--- config.mk ---
export PLATFORM = sky130hd
export DESIGN_NAME = mul_top
export DESIGN_NICKNAME = d
export VERILOG_FILES = /design/src/logic/mul_pkg.sv /design/src/logic/mul_req_if.sv /design/src/logic/mul_top.sv /design/src/logic/booth_mul_pipe.sv /design/src/logic/brent_kung_adder.sv /design/src/logic/csa_tree.sv /design/src/logic/booth_pp_gen.sv
export VERILOG_INCLUDE_DIRS = /design/src /design/src/include
export SDC_FILE = /design/constraint.sdc
export NUM_CORES = 1
export LEC_CHECK = 0
export BUFFER_PORTS_ARGS = -buffer_cell sky130_fd_sc_hd__clkbuf_2
export CORE_MARGIN = 10
export CORE_UTILIZATION = 59
export DETAILED_ROUTE_END_ITERATION = 8
export PLACE_DENSITY = 0.84
export SLEW_MARGIN = 30
export SYNTH_ARGS = -nofsm -noshare
export SYNTH_HDL_FRONTEND = slang
export SYNTH_SLANG_ARGS = --single-unit
export TNS_END_PERCENT = 30
--- constraint.sdc ---
create_clock -name clk -period 4.6 [get_ports clk]
set_input_delay 0.23 -clock clk [delete_from_list [all_inputs] [get_ports clk]]
set_output_delay 0.23 -clock clk [all_outputs]
set_load 0.03 [all_outputs]
--- src/include/mul_params.svh ---
// Multiplier width definitions
// Operand, product and partial-product row counts
`ifndef MUL_PARAMS_SVH
`define MUL_PARAMS_SVH

// Operand width, must be even
`define MUL_WIDTH 16

// Full product width
`define PROD_WIDTH (2 * `MUL_WIDTH)

// Booth rows plus negation row plus sign-extension constant row
`define PP_ROWS (`MUL_WIDTH / 2 + 3)

`endif
--- src/logic/mul_pkg.sv ---
// Multiplier types
// Operand, product and partial-product array vectors
`default_nettype none

`include "mul_params.svh"

package mul_pkg;

  // One input operand
  typedef logic [`MUL_WIDTH-1:0] operand_t;

  // Product sized row, also used for carry-save rows
  typedef logic [`PROD_WIDTH-1:0] product_t;

  // All rows entering the reduction tree
  typedef product_t pp_array_t [`PP_ROWS];

endpackage

`default_nettype wire

--- src/logic/mul_req_if.sv ---
// Multiply request bus
// Operands, per-operand signed flags and valid bit
`timescale 1ns/1ns
`default_nettype none

interface mul_req_if;
  import mul_pkg::*;

  // Multiplicand and multiplier
  operand_t op_a;
  operand_t op_b;

  // Treat operand as two's complement when set
  logic     a_signed;
  logic     b_signed;

  // Request present
  logic     valid;

  // Driver side, top level
  modport src (
    output op_a, op_b, a_signed, b_signed, valid
  );

  // Pipeline side
  modport sink (
    input op_a, op_b, a_signed, b_signed, valid
  );

endinterface

`default_nettype wire

--- src/logic/mul_top.sv ---
// Booth multiplier top level
// Plain ports into the request bus, level-based flow control
`timescale 1ns/1ns
`default_nettype none

module mul_top (
  input  logic              clk,
  input  logic              rst_n,
  input  logic              req_valid,
  output logic              req_ready,
  input  mul_pkg::operand_t op_a,
  input  mul_pkg::operand_t op_b,
  input  logic              a_signed,
  input  logic              b_signed,
  output logic              res_valid,
  input  logic              res_ready,
  output mul_pkg::product_t product
);

  // Request bus into the pipeline
  mul_req_if req_bus ();

  assign req_bus.op_a     = op_a;
  assign req_bus.op_b     = op_b;
  assign req_bus.a_signed = a_signed;
  assign req_bus.b_signed = b_signed;
  assign req_bus.valid    = req_valid;

  // Source may load exactly when the pipeline advances
  assign req_ready = res_ready;

  booth_mul_pipe u_pipe (
    .clk       (clk),
    .rst_n     (rst_n),
    .req       (req_bus.sink),
    .res_ready (res_ready),
    .res_valid (res_valid),
    .product   (product)
  );

endmodule

`default_nettype wire

--- src/logic/booth_mul_pipe.sv ---
// Two-stage Booth multiplier pipeline
// Partial products, then carry-save rows, then final prefix add
`timescale 1ns/1ns
`default_nettype none

`include "mul_params.svh"

module booth_mul_pipe (
  input  logic              clk,
  input  logic              rst_n,
  mul_req_if.sink           req,
  input  logic              res_ready,
  output logic              res_valid,
  output mul_pkg::product_t product
);
  import mul_pkg::*;

  // Whole pipeline moves only when downstream takes data
  logic      advance;

  pp_array_t pp_comb;
  pp_array_t pp_q;
  product_t  csa_sum;
  product_t  csa_carry;
  product_t  sum_q;
  product_t  carry_q;
  // Bit 0 tracks stage 1, bit 1 tracks stage 2
  logic [1:0] valid_q;

  assign advance = res_ready;

  //////////////////////////////
  // Valid shifter
  //////////////////////////////
  always_ff @(posedge clk or negedge rst_n) begin
    if (!rst_n) begin
      valid_q <= 2'b00;
    end else if (advance) begin
      valid_q <= {valid_q[0], req.valid};
    end
  end

  assign res_valid = valid_q[1];

  //////////////////////////////
  // Stage 1
  //////////////////////////////
  booth_pp_gen u_pp_gen (
    .op_a     (req.op_a),
    .op_b     (req.op_b),
    .a_signed (req.a_signed),
    .b_signed (req.b_signed),
    .pp_rows  (pp_comb)
  );

  // Partial-product array register
  always_ff @(posedge clk or negedge rst_n) begin
    if (!rst_n) begin
      for (int i = 0; i < `PP_ROWS; i++) begin
        pp_q[i] <= '0;
      end
    end else if (advance) begin
      pp_q <= pp_comb;
    end
  end

  //////////////////////////////
  // Stage 2
  //////////////////////////////
  csa_tree u_csa_tree (
    .pp_rows   (pp_q),
    .sum_row   (csa_sum),
    .carry_row (csa_carry)
  );

  // Carry-save row register
  always_ff @(posedge clk or negedge rst_n) begin
    if (!rst_n) begin
      sum_q   <= '0;
      carry_q <= '0;
    end else if (advance) begin
      sum_q   <= csa_sum;
      carry_q <= csa_carry;
    end
  end

  // Final add, held stable during a stall since its inputs are
  brent_kung_adder u_adder (
    .in_a (sum_q),
    .in_b (carry_q),
    .sum  (product)
  );

endmodule

`default_nettype wire

--- src/logic/brent_kung_adder.sv ---
// Brent-Kung parallel-prefix adder
// Product-width sum of two rows, no carry in or out
`timescale 1ns/1ns
`default_nettype none

`include "mul_params.svh"

module brent_kung_adder (
  input  mul_pkg::product_t in_a,
  input  mul_pkg::product_t in_b,
  output mul_pkg::product_t sum
);
  import mul_pkg::*;

  localparam int N      = `PROD_WIDTH;
  localparam int LOG    = $clog2(`PROD_WIDTH);
  // LOG up-sweep levels then LOG-1 down-sweep levels
  localparam int STAGES = 2 * LOG - 1;

  // Group generate and propagate after each stage
  logic [N-1:0] g_st [STAGES+1];
  logic [N-1:0] p_st [STAGES+1];
  logic [N-1:0] carry;

  //////////////////////////////
  // Bit generate and propagate
  //////////////////////////////
  assign g_st[0] = in_a & in_b;
  assign p_st[0] = in_a ^ in_b;

  //////////////////////////////
  // Prefix tree
  //////////////////////////////
  for (genvar s = 1; s <= STAGES; s++) begin : g_stage
    localparam bit UP   = (s <= LOG);
    // Tree depth index, counts down again on the down-sweep
    localparam int D    = UP ? s - 1 : 2 * LOG - 1 - s;
    localparam int SPAN = 1 << D;

    for (genvar i = 0; i < N; i++) begin : g_bit
      // Up-sweep hits every 2*SPAN-th bit
      // Down-sweep fills the midpoints left open
      localparam bit HIT = UP ? ((i + 1) % (2 * SPAN) == 0)
                              : (((i + 1) % (2 * SPAN) == SPAN) && (i >= 2 * SPAN));

      if (HIT) begin : g_op
        // Black cell, merge with group SPAN bits below
        assign g_st[s][i] = g_st[s-1][i] | (p_st[s-1][i] & g_st[s-1][i-SPAN]);
        assign p_st[s][i] = p_st[s-1][i] & p_st[s-1][i-SPAN];
      end else begin : g_keep
        assign g_st[s][i] = g_st[s-1][i];
        assign p_st[s][i] = p_st[s-1][i];
      end
    end
  end

  //////////////////////////////
  // Sum
  //////////////////////////////
  // Carry into bit i is the prefix generate of bits below it
  assign carry = {g_st[STAGES][N-2:0], 1'b0};
  assign sum   = p_st[0] ^ carry;

endmodule

`default_nettype wire

--- src/logic/csa_tree.sv ---
// Wallace carry-save reduction tree
// Reduces all partial-product rows to a sum row and a carry row
`timescale 1ns/1ns
`default_nettype none

`include "mul_params.svh"

module csa_tree (
  input  mul_pkg::pp_array_t pp_rows,
  output mul_pkg::product_t  sum_row,
  output mul_pkg::product_t  carry_row
);
  import mul_pkg::*;

  // Rows left after one level of 3:2 compression
  function automatic int rows_after(input int n);
    return 2 * (n / 3) + n % 3;
  endfunction

  // Levels needed to get down to two rows
  function automatic int count_levels(input int n);
    int rows;
    int lv;
    rows = n;
    lv = 0;
    while (rows > 2) begin
      rows = rows_after(rows);
      lv++;
    end
    return lv;
  endfunction

  // Row count entering a given level
  function automatic int rows_at(input int lv);
    int rows;
    rows = `PP_ROWS;
    for (int k = 0; k < lv; k++) begin
      rows = rows_after(rows);
    end
    return rows;
  endfunction

  localparam int NUM_LEVELS = count_levels(`PP_ROWS);

  // Row storage per level, upper slots unused once the level shrinks
  product_t lvl [NUM_LEVELS+1][`PP_ROWS];

  for (genvar j = 0; j < `PP_ROWS; j++) begin : g_in
    assign lvl[0][j] = pp_rows[j];
  end

  //////////////////////////////
  // Compression levels
  //////////////////////////////
  for (genvar l = 0; l < NUM_LEVELS; l++) begin : g_level
    localparam int N_IN   = rows_at(l);
    localparam int GROUPS = N_IN / 3;
    localparam int LEFT   = N_IN % 3;
    localparam int N_OUT  = 2 * GROUPS + LEFT;

    // Full adders across whole row width
    for (genvar g = 0; g < GROUPS; g++) begin : g_csa
      product_t a;
      product_t b;
      product_t c;

      assign a = lvl[l][3*g];
      assign b = lvl[l][3*g+1];
      assign c = lvl[l][3*g+2];
      assign lvl[l+1][2*g]   = a ^ b ^ c;
      // Majority moves one bit up, top carry is beyond product width
      assign lvl[l+1][2*g+1] = ((a & b) | (a & c) | (b & c)) << 1;
    end

    // Leftover rows go straight to the next level
    for (genvar k = 0; k < LEFT; k++) begin : g_pass
      assign lvl[l+1][2*GROUPS+k] = lvl[l][3*GROUPS+k];
    end

    for (genvar z = N_OUT; z < `PP_ROWS; z++) begin : g_zero
      assign lvl[l+1][z] = '0;
    end
  end

  assign sum_row   = lvl[NUM_LEVELS][0];
  assign carry_row = lvl[NUM_LEVELS][1];

endmodule

`default_nettype wire

--- src/logic/booth_pp_gen.sv ---
// Radix-4 Booth partial-product generator
// Product-width rows plus negation and sign-extension correction rows
`timescale 1ns/1ns
`default_nettype none

`include "mul_params.svh"

module booth_pp_gen (
  input  mul_pkg::operand_t  op_a,
  input  mul_pkg::operand_t  op_b,
  input  logic               a_signed,
  input  logic               b_signed,
  output mul_pkg::pp_array_t pp_rows
);
  import mul_pkg::*;

  localparam int W          = `MUL_WIDTH;
  localparam int BOOTH_ROWS = W / 2 + 1;
  // Selected multiple is at most 2x a (W+1)-bit signed value
  localparam int ROW_BITS   = W + 2;

  // Each row sign bit is flipped, so subtract 2^(ROW_BITS-1) per row here
  function automatic product_t sign_corr_const();
    product_t acc;
    acc = '0;
    for (int i = 0; i < BOOTH_ROWS; i++) begin
      acc = acc + (product_t'(1) << (ROW_BITS - 1 + 2 * i));
    end
    return ~acc + product_t'(1);
  endfunction

  localparam product_t SIGN_CORR = sign_corr_const();

  //////////////////////////////
  // Operand extension
  //////////////////////////////
  logic                b_top;
  logic                a_top;
  // Multiplier sign-extended to even width, zero below bit 0
  logic [W+2:0]        b_pad;
  logic [W:0]          a_ext;
  logic [ROW_BITS-1:0] a_one;
  logic [ROW_BITS-1:0] a_two;
  logic [BOOTH_ROWS-1:0] neg_bits;
  product_t            neg_row;

  assign b_top = b_signed & op_b[W-1];
  assign a_top = a_signed & op_a[W-1];
  assign b_pad = {b_top, b_top, op_b, 1'b0};
  assign a_ext = {a_top, op_a};
  assign a_one = {a_ext[W], a_ext};
  assign a_two = {a_ext, 1'b0};

  //////////////////////////////
  // Booth rows
  //////////////////////////////
  for (genvar i = 0; i < BOOTH_ROWS; i++) begin : g_row
    logic [2:0]          trip;
    logic                one;
    logic                two;
    logic [ROW_BITS-1:0] mag;
    logic [ROW_BITS-1:0] pat;
    product_t            row_ext;

    // Overlapping triplet b[2i+1], b[2i], b[2i-1]
    assign trip = b_pad[2*i+2 -: 3];

    // Digit magnitude 1 or 2
    assign one = trip[1] ^ trip[0];
    assign two = (trip == 3'b011) | (trip == 3'b100);

    // Negative digits take the inverted multiple
    assign neg_bits[i] = trip[2];

    assign mag = one ? a_one : (two ? a_two : '0);
    assign pat = mag ^ {ROW_BITS{trip[2]}};

    // Flip sign bit, zero above, offset absorbed by SIGN_CORR
    assign row_ext = product_t'({~pat[ROW_BITS-1], pat[ROW_BITS-2:0]});

    // Shift to digit weight, bits beyond product width drop off
    assign pp_rows[i] = row_ext << (2 * i);
  end

  //////////////////////////////
  // Correction rows
  //////////////////////////////
  // The +1 of every negated row, placed at that row's weight
  always_comb begin
    neg_row = '0;
    for (int i = 0; i < BOOTH_ROWS; i++) begin
      neg_row[2*i] = neg_bits[i];
    end
  end

  assign pp_rows[BOOTH_ROWS]     = neg_row;
  assign pp_rows[BOOTH_ROWS + 1] = SIGN_CORR;

endmodule

`default_nettype wire

==> impl_metrics.csv, run 1 <==
group,metric,value,unit
run_status,outcome,"finished, final reports clean",
final_layout,layout-drive-gt1-share,0.226,
synth,synth.yosys.warnings,0,
placement,placedCellCount,1853,
final_layout,mostFrequentLayoutCells,"dfrtp_1, inv_1, mux2_2, xnor2_1, fa_1",
clocking,cts-htree-levels,1,
floorplanning,die_y,189,µm
clocking,cts_tree,"yes",
clocking,cts_buffers,25,
final_layout,layout_commonest_cell,"dfrtp_1",
clocking,hold_buffers,2,
final_layout,seq_area,5810,µm²
final_layout,n_antenna_cell,0,
final_layout,nets,1779,
floorplanning,core,27900,µm²
worst_setup_path,critPathMaxFanout,4,
sta,hold_violations,0,
clocking,clock_path_buffers,3,
synth,syn-num-nets,1778,
synth,ys_seq_area_frac,0.346,
final_layout,design_area,18000,µm²
synth,yosys-top-cells-area,"dfrtp_1, fa_1, mux2_2",
grt,grt_overflow,0,
synth,syn_inst,1503,
final_layout,fill_cells,2066,
floorplanning,ios,72,
sta,final.setup.tns,0,ns
power_and_ir_drop,pwr-share-comb,0.616,
route,drtIter0Drc,1045,
synth,syn_area,16800,µm²
run,cap_violations,0,
sta,drv_slew,0,
power_and_ir_drop,vdd_drop_max,0.000459,V
sta,finClkSkew,0.00937,ns
route,firstDrtPassIters,7,
clocking,root_buffer,"clkbuf_16",
synth,synth_top_area_frac,0.346,
route,drc,0,
sta,finalSetupViolCount,0,
sta,fmax,265,MHz
grt,antenna_found_initial,0,
floorplanning,die_area,35600,µm²
route,vias,11582,
power_and_ir_drop,seqPwrFrac,0.232,
worst_setup_path,crit_path_start_kind,"flop",
power_and_ir_drop,switching_share,0.448,
sta,rsz0062_at_grt,"no",
sta,finalCritPeriodShare,0.819,
placement,dpl-instance-area,17200,µm²
placement,place_ws,1.24,ns
worst_setup_path,slowest_stage,"dfrtp_1",
synth,synthFlopType,"dfrtp_1",
synth,synth-seq-cells,232,
floorplanning,initial_core_util,0.600,
floorplanning,die_w,189,µm
grt,grt_pass1_vias,12537,
route,drtAntennaViolNets,0,
clocking,clk_latency,0.52,ns
worst_setup_path,max_stage_delay,0.39,ns
clocking,cts-resized-gates,0,
grt,grt_start_max_net_pins,146,
worst_setup_path,rr_worst_depth,8,
placement,gp_congestion,0.844,
synth,synth_edf_count,0,
clocking,postCtsSetupBuffers,0,
synth,synth.avg_cell_area,11.2,µm²
route,wirelength,41400,µm
worst_setup_path,criticalPathCategory,"reg2out",
synth,async_flop_share,1.00,
clocking,clk_pin_slew,0.06,ns
sta,finalCriticalPeriod,3.77,ns
placement,numPortBuffers,71,
worst_setup_path,crit_path_end_kind,"primary output",
grt,grt_pass1_wl,67800,µm
final_layout,multi_input_area,9620,µm²
sta,tightest_slew,1.00,ns
synth,synth_area_leader_cell,"dfrtp_1",
worst_setup_path,required,4.37,ns
sta,relSlewSlack,0.332,
route,routedWlPerCell,21.8,µm
grt,track_usage,0.234,
sta,fin_ws,0.830,ns
synth,yosysUniqueCellTypes,45,
power_and_ir_drop,p_int,7.04,mW
power_and_ir_drop,p_clk_frac,0.151,
worst_setup_path,path_cells,"ha_1 -> ha_1 -> a21oi_1 -> o21ai_0 -> nand3_1 -> a21oi_1 -> nor3b_2 -> o21ai_1 -> fa_1 -> xnor2_1 -> xnor2_1 -> clkbuf_2",
route,viasPerCell,6.10,
power_and_ir_drop,p_switching,5.71,mW
placement,dp_hpwl,28100,µm
power_and_ir_drop,pwr_density_cell,709,nW/µm²
worst_setup_path,worstPathArrival,3.54,ns
power_and_ir_drop,p_leak,8.06,nW
final_layout,fin_cells,1899,
worst_hold_path,whs_path_depth,2,
floorplanning,row_count,61,
final_layout,syn_to_final_growth,7.26,%
clocking,cts.sinks,232,
worst_hold_path,hold_class,"in2reg",
power by group through the flow:
stage | sequential, mW | clock, mW | combinational (mW)
2_1_floorplan | 2.88 | 0 | 5.52
3_3_place_gp | 2.95 | 0 | 7.27
3_5_place_dp | 2.99 | 0 | 7.68
4_1_cts | 2.95 | 1.94 | 7.83
5_1_grt | 3.02 | 2.03 | 8.87
6_report | 2.96 | 1.93 | 7.86
cell type report:
| class | instances | share of cell area |
|---|---|---|
| multi-input cells | 952 | 0.535 |
| inverters | 200 | 0.0418 |
| well taps | 378 | 0.0263 |
| clock buffers | 36 | 0.0388 |
| repair buffers | 93 | 0.0310 |
| clock inverters | 8 | 0.00390 |
| flip-flops and latches | 232 | 0.323 |
stage by stage:
stage	utilization	hold WS, ns	total power, mW
floorplan	-	-0.0656	8.40
global placement	0.615	0.359	10.2
detailed placement	0.615	0.361	10.7
CTS	0.644	0.111	12.7
global route	0.644	0.121	13.9
finish	0.644	0.125	12.8
critical path: cells and delay by family (launching register included):
family	cells	cell delay, ns
AOI/OAI and AO/OA	4	0.73
xor gates and xnor gates	2	0.33
adders and majority gates	3	0.80
buffers and inverters	1	0.24
DFF	1	0.39
and+or+nand+nor	2	0.53
worst paths after layout:
kind / endpoint / from / slack, ns
max: product[31] / u_pipe.carry_q[2] / 0.83
min: u_pipe.pp_q[32] / op_b[1] / 0.13
min in group asynchronous: u_pipe.pp_q[217] / rst_n / 0.33
max reg2reg: u_pipe.sum_q[19] / u_pipe.pp_q[179] / 1.22
min reg2reg: u_pipe.sum_q[2] / u_pipe.sum_q[2] / 0.51
max in group asynchronous: u_pipe.sum_q[9] / rst_n / 3.09
layer usage:
metal,global-route usage,up-vias,share of wire
met2,0.380,577,0.47
met3,0.0489,95,0.097
met4,0.0644,0,0.023
met1,0.313,5914,0.41
li1,-,4996,-
met5,0,-,0
state kept, by name, indices dropped and copies added, names as in the netlist:
name	flops
u_pipe.valid_q	2
u_pipe.carry_q	28
u_pipe.sum_q	32
u_pipe.pp_q	170
cells in the mapped netlist, types with 6 or more instances:
cell type,count
fa_1,126
a22oi_2,53
a211oi_1,16
o21ai_0,72
buf_4,7
nand2_1,46
inv_1,199
xnor2_1,126
mux2i_1,7
o311ai_0,7
a31oi_1,6
and2_1,15
mux2_2,149
xor2_1,7
ha_1,111
a22oi_1,52
buf_1,9
clkbuf_1,41
nor2_1,46
dfrtp_1,232
a21oi_1,51
o211ai_1,18
buf_2,55
nor2_2,7
kinds of logic (layout without fill, tap and decap cells):
family                     Yosys count  in the layout  synth area share
and+or+nand+nor                    131            131            0.0352
muxes                              158            158             0.107
AOI/OAI and AO/OA                  293            293             0.129
buffers and inverters              319            337            0.0795
xor gates and xnor gates           133            133            0.0695
DFF                                232            232             0.346
adders and majority gates          237            237             0.233
(Power assumes the default switching activity.)
==> run 2: changes to the inputs <==
--- a/config.mk
+++ b/config.mk
@@ -8,9 +8,9 @@
 export LEC_CHECK = 0
 export BUFFER_PORTS_ARGS = -buffer_cell sky130_fd_sc_hd__clkbuf_2
 export CORE_MARGIN = 10
-export CORE_UTILIZATION = 59
+export CORE_UTILIZATION = 57
 export DETAILED_ROUTE_END_ITERATION = 8
-export PLACE_DENSITY = 0.84
+export PLACE_DENSITY = 0.85
 export SLEW_MARGIN = 30
 export SYNTH_ARGS = -nofsm -noshare
 export SYNTH_HDL_FRONTEND = slang
==> constraint.sdc (replaced) <==
create_clock -name clk -period 3.2 [get_ports clk]
set_input_delay 0.16 -clock clk [delete_from_list [all_inputs] [get_ports clk]]
set_output_delay 0.16 -clock clk [all_outputs]
set_load 0.03 [all_outputs]
==> impl_metrics.csv, run 2 (synthesized netlist as in run 1, its figures left out) <==
group,metric,value,unit
grt,track_usage,0.237,
sta,finClkSkew,0.0169,ns
worst_setup_path,max_stage_delay,0.58,ns
worst_setup_path,path_delay_family,"adder cells",
worst_setup_path,r2r-start,"u_pipe.pp_q[305]",
grt,grt_pass1_vias,12482,
sta,finalCriticalPeriod,3.50,ns
worst_setup_path,critPathMaxFanout,2,
route,vias,11705,
worst_setup_path,critPathBufInv,4,
worst_setup_path,slowest_stage,"fa_1",
final_layout,layout-drive-gt1-share,0.274,
worst_setup_path,crit_path_end_kind,"flop",
worst_hold_path,min_to,"u_pipe.pp_q[32]",
clocking,cts.sinks,232,
power_and_ir_drop,p_leak,8.27,nW
worst_setup_path,criticalPathCategory,"reg2reg",
worst_setup_path,crit_top_cell,"fa_1",
sta,hold_violations,0,
worst_hold_path,hold_class,"in2reg",
worst_setup_path,crit_path_start_kind,"flop",
sta,fmax,286,MHz
floorplanning,row_count,62,
clocking,clk_pin_slew,0.06,ns
final_layout,seq_area,5810,µm²
final_layout,syn_to_final_growth,10.9,%
run_status,outcome,"complete, but fails checks",
final_layout,fill_cells,2070,
final_layout,n_antenna_cell,0,
worst_setup_path,required,3.61,ns
final_layout,layout_commonest_cell,"dfrtp_1",
placement,gp_congestion,0.845,
sta,fin_ws,-0.296,ns
worst_setup_path,rr_worst_depth,10,
final_layout,nets,1805,
final_layout,design_area,18600,µm²
final_layout,largest_reg_flops,170,
placement,dp_hpwl,29100,µm
floorplanning,die_area,36700,µm²
worst_hold_path,whs_path_depth,2,
run,cap_violations,0,
power_and_ir_drop,pwr_density_cell,1060,nW/µm²
floorplanning,initial_core_util,0.581,
grt,grt_overflow,0,
worst_setup_path,rr_endpoint,"u_pipe.sum_q[17]",
floorplanning,die_y,191,µm
route,routedWlPerCell,22.3,µm
final_layout,multi_input_area,9830,µm²
final_layout,mostFrequentLayoutCells,"dfrtp_1, inv_1, mux2_2, xnor2_1, fa_1",
grt,antenna_found_initial,0,
run_status,violations,"negative setup slack",
route,drtAntennaViolNets,0,
sta,tightest_slew,0.852,ns
final_layout,top_register,"u_pipe.pp_q",
worst_setup_path,path_cells,"inv_2 -> fa_1 -> inv_1 -> fa_1 -> inv_1 -> fa_1 -> inv_1 -> fa_1 -> fa_2 -> mux2_4",
clocking,cts_tree,"yes",
sta,finalCritPeriodShare,1.09,
grt,grt_start_max_net_pins,118,
route,drc,0,
clocking,cts-htree-levels,1,
sta,drv_slew,0,
sta,finalSetupViolCount,19,
route,drtIter0Drc,1185,
final_layout,fin_util,0.644,
placement,dpl-instance-area,17400,µm²
final_layout,top_regs,"u_pipe.pp_q x170, u_pipe.sum_q x32, u_pipe.carry_q x28",
clocking,clock_path_buffers,3,
worst_hold_path,hp-start,"op_b[1]",
clocking,cts_buffers,26,
worst_setup_path,r2r_slack,-0.30,ns
floorplanning,core,28900,µm²
clocking,clk_latency,0.53,ns
route,firstDrtPassIters,6,
route,viasPerCell,6.06,
sta,rsz0062_at_grt,"yes",
worst_setup_path,worstPathArrival,3.90,ns
floorplanning,die_w,191,µm
route,wirelength,43100,µm
clocking,root_buffer,"clkbuf_16",
placement,numPortBuffers,71,
power_and_ir_drop,vdd_drop_max,0.000664,V
floorplanning,ios,72,
sta,relSlewSlack,0.425,
grt,grt_pass1_wl,68400,µm
worst_setup_path,path_depth,10,
run 2: report_power, final:
| part | switching, mW | internal [mW] | total, mW |
|---|---|---|---|
| combinational | 6.86 | 5.58 | 12.4 |
| sequential | 0.592 | 3.71 | 4.31 |
| clock | 1.22 | 1.78 | 2.99 |
| total | 8.67 | 11.1 | 19.7 |
run 2: repair_timing:
action / 4_1_cts / 5_1_grt
setup endpoints to repair: 31 / 36
endpoints found under the hold margin: 113 / 0
gates resized for setup: 46 / 48
hold buffers: 2 / 0
setup buffers: 1 / 1
pin swaps: 18 / 10
run 2: routing by layer:
metal | up-vias | share of wire | global-route usage
met3 | 86 | 0.086 | 0.0517
met4 | 0 | 0.025 | 0.0769
met1 | 5980 | 0.41 | 0.317
met2 | 581 | 0.48 | 0.376
li1 | 5058 | - | -
met5 | - | 0 | 0
run 2: metrics by stage:
step	power, mW	setup TNS, ns	instances	worst slack [ns]	hold slack [ns]
4_1_cts	19.2	-1.77	1931	-0.191	0.0310
3_3_place_gp	14.8	-0.429	1881	-0.0839	0.304
2_1_floorplan	12.1	-0.143	1503	-0.0422	-0.136
5_1_grt	21.4	-4.54	1933	-0.361	0.0413
3_5_place_dp	15.5	-1.11	1881	-0.167	0.331
6_report	19.7	-1.84	1933	-0.296	0.0572
run 2: area by class of cell:
type / count / area share
multi-input combinational: 952 / 0.529
sequential: 232 / 0.312
timing repair buffer: 118 / 0.0459
clock buffer: 39 / 0.0426
inverter: 200 / 0.0404
tap: 384 / 0.0259
clock inverter: 8 / 0.00350
run 2: worst max-delay path by stage:
stage                           from                to  slack (ns)
finish              u_pipe.pp_q[305]  u_pipe.sum_q[17]       -0.30
global route        u_pipe.pp_q[305]  u_pipe.sum_q[17]       -0.36
CTS                 u_pipe.pp_q[337]  u_pipe.sum_q[17]       -0.19
detailed placement   u_pipe.pp_q[83]  u_pipe.sum_q[19]       -0.17
global placement    u_pipe.pp_q[175]  u_pipe.sum_q[15]       -0.08
floorplan            u_pipe.pp_q[81]  u_pipe.sum_q[17]       -0.04
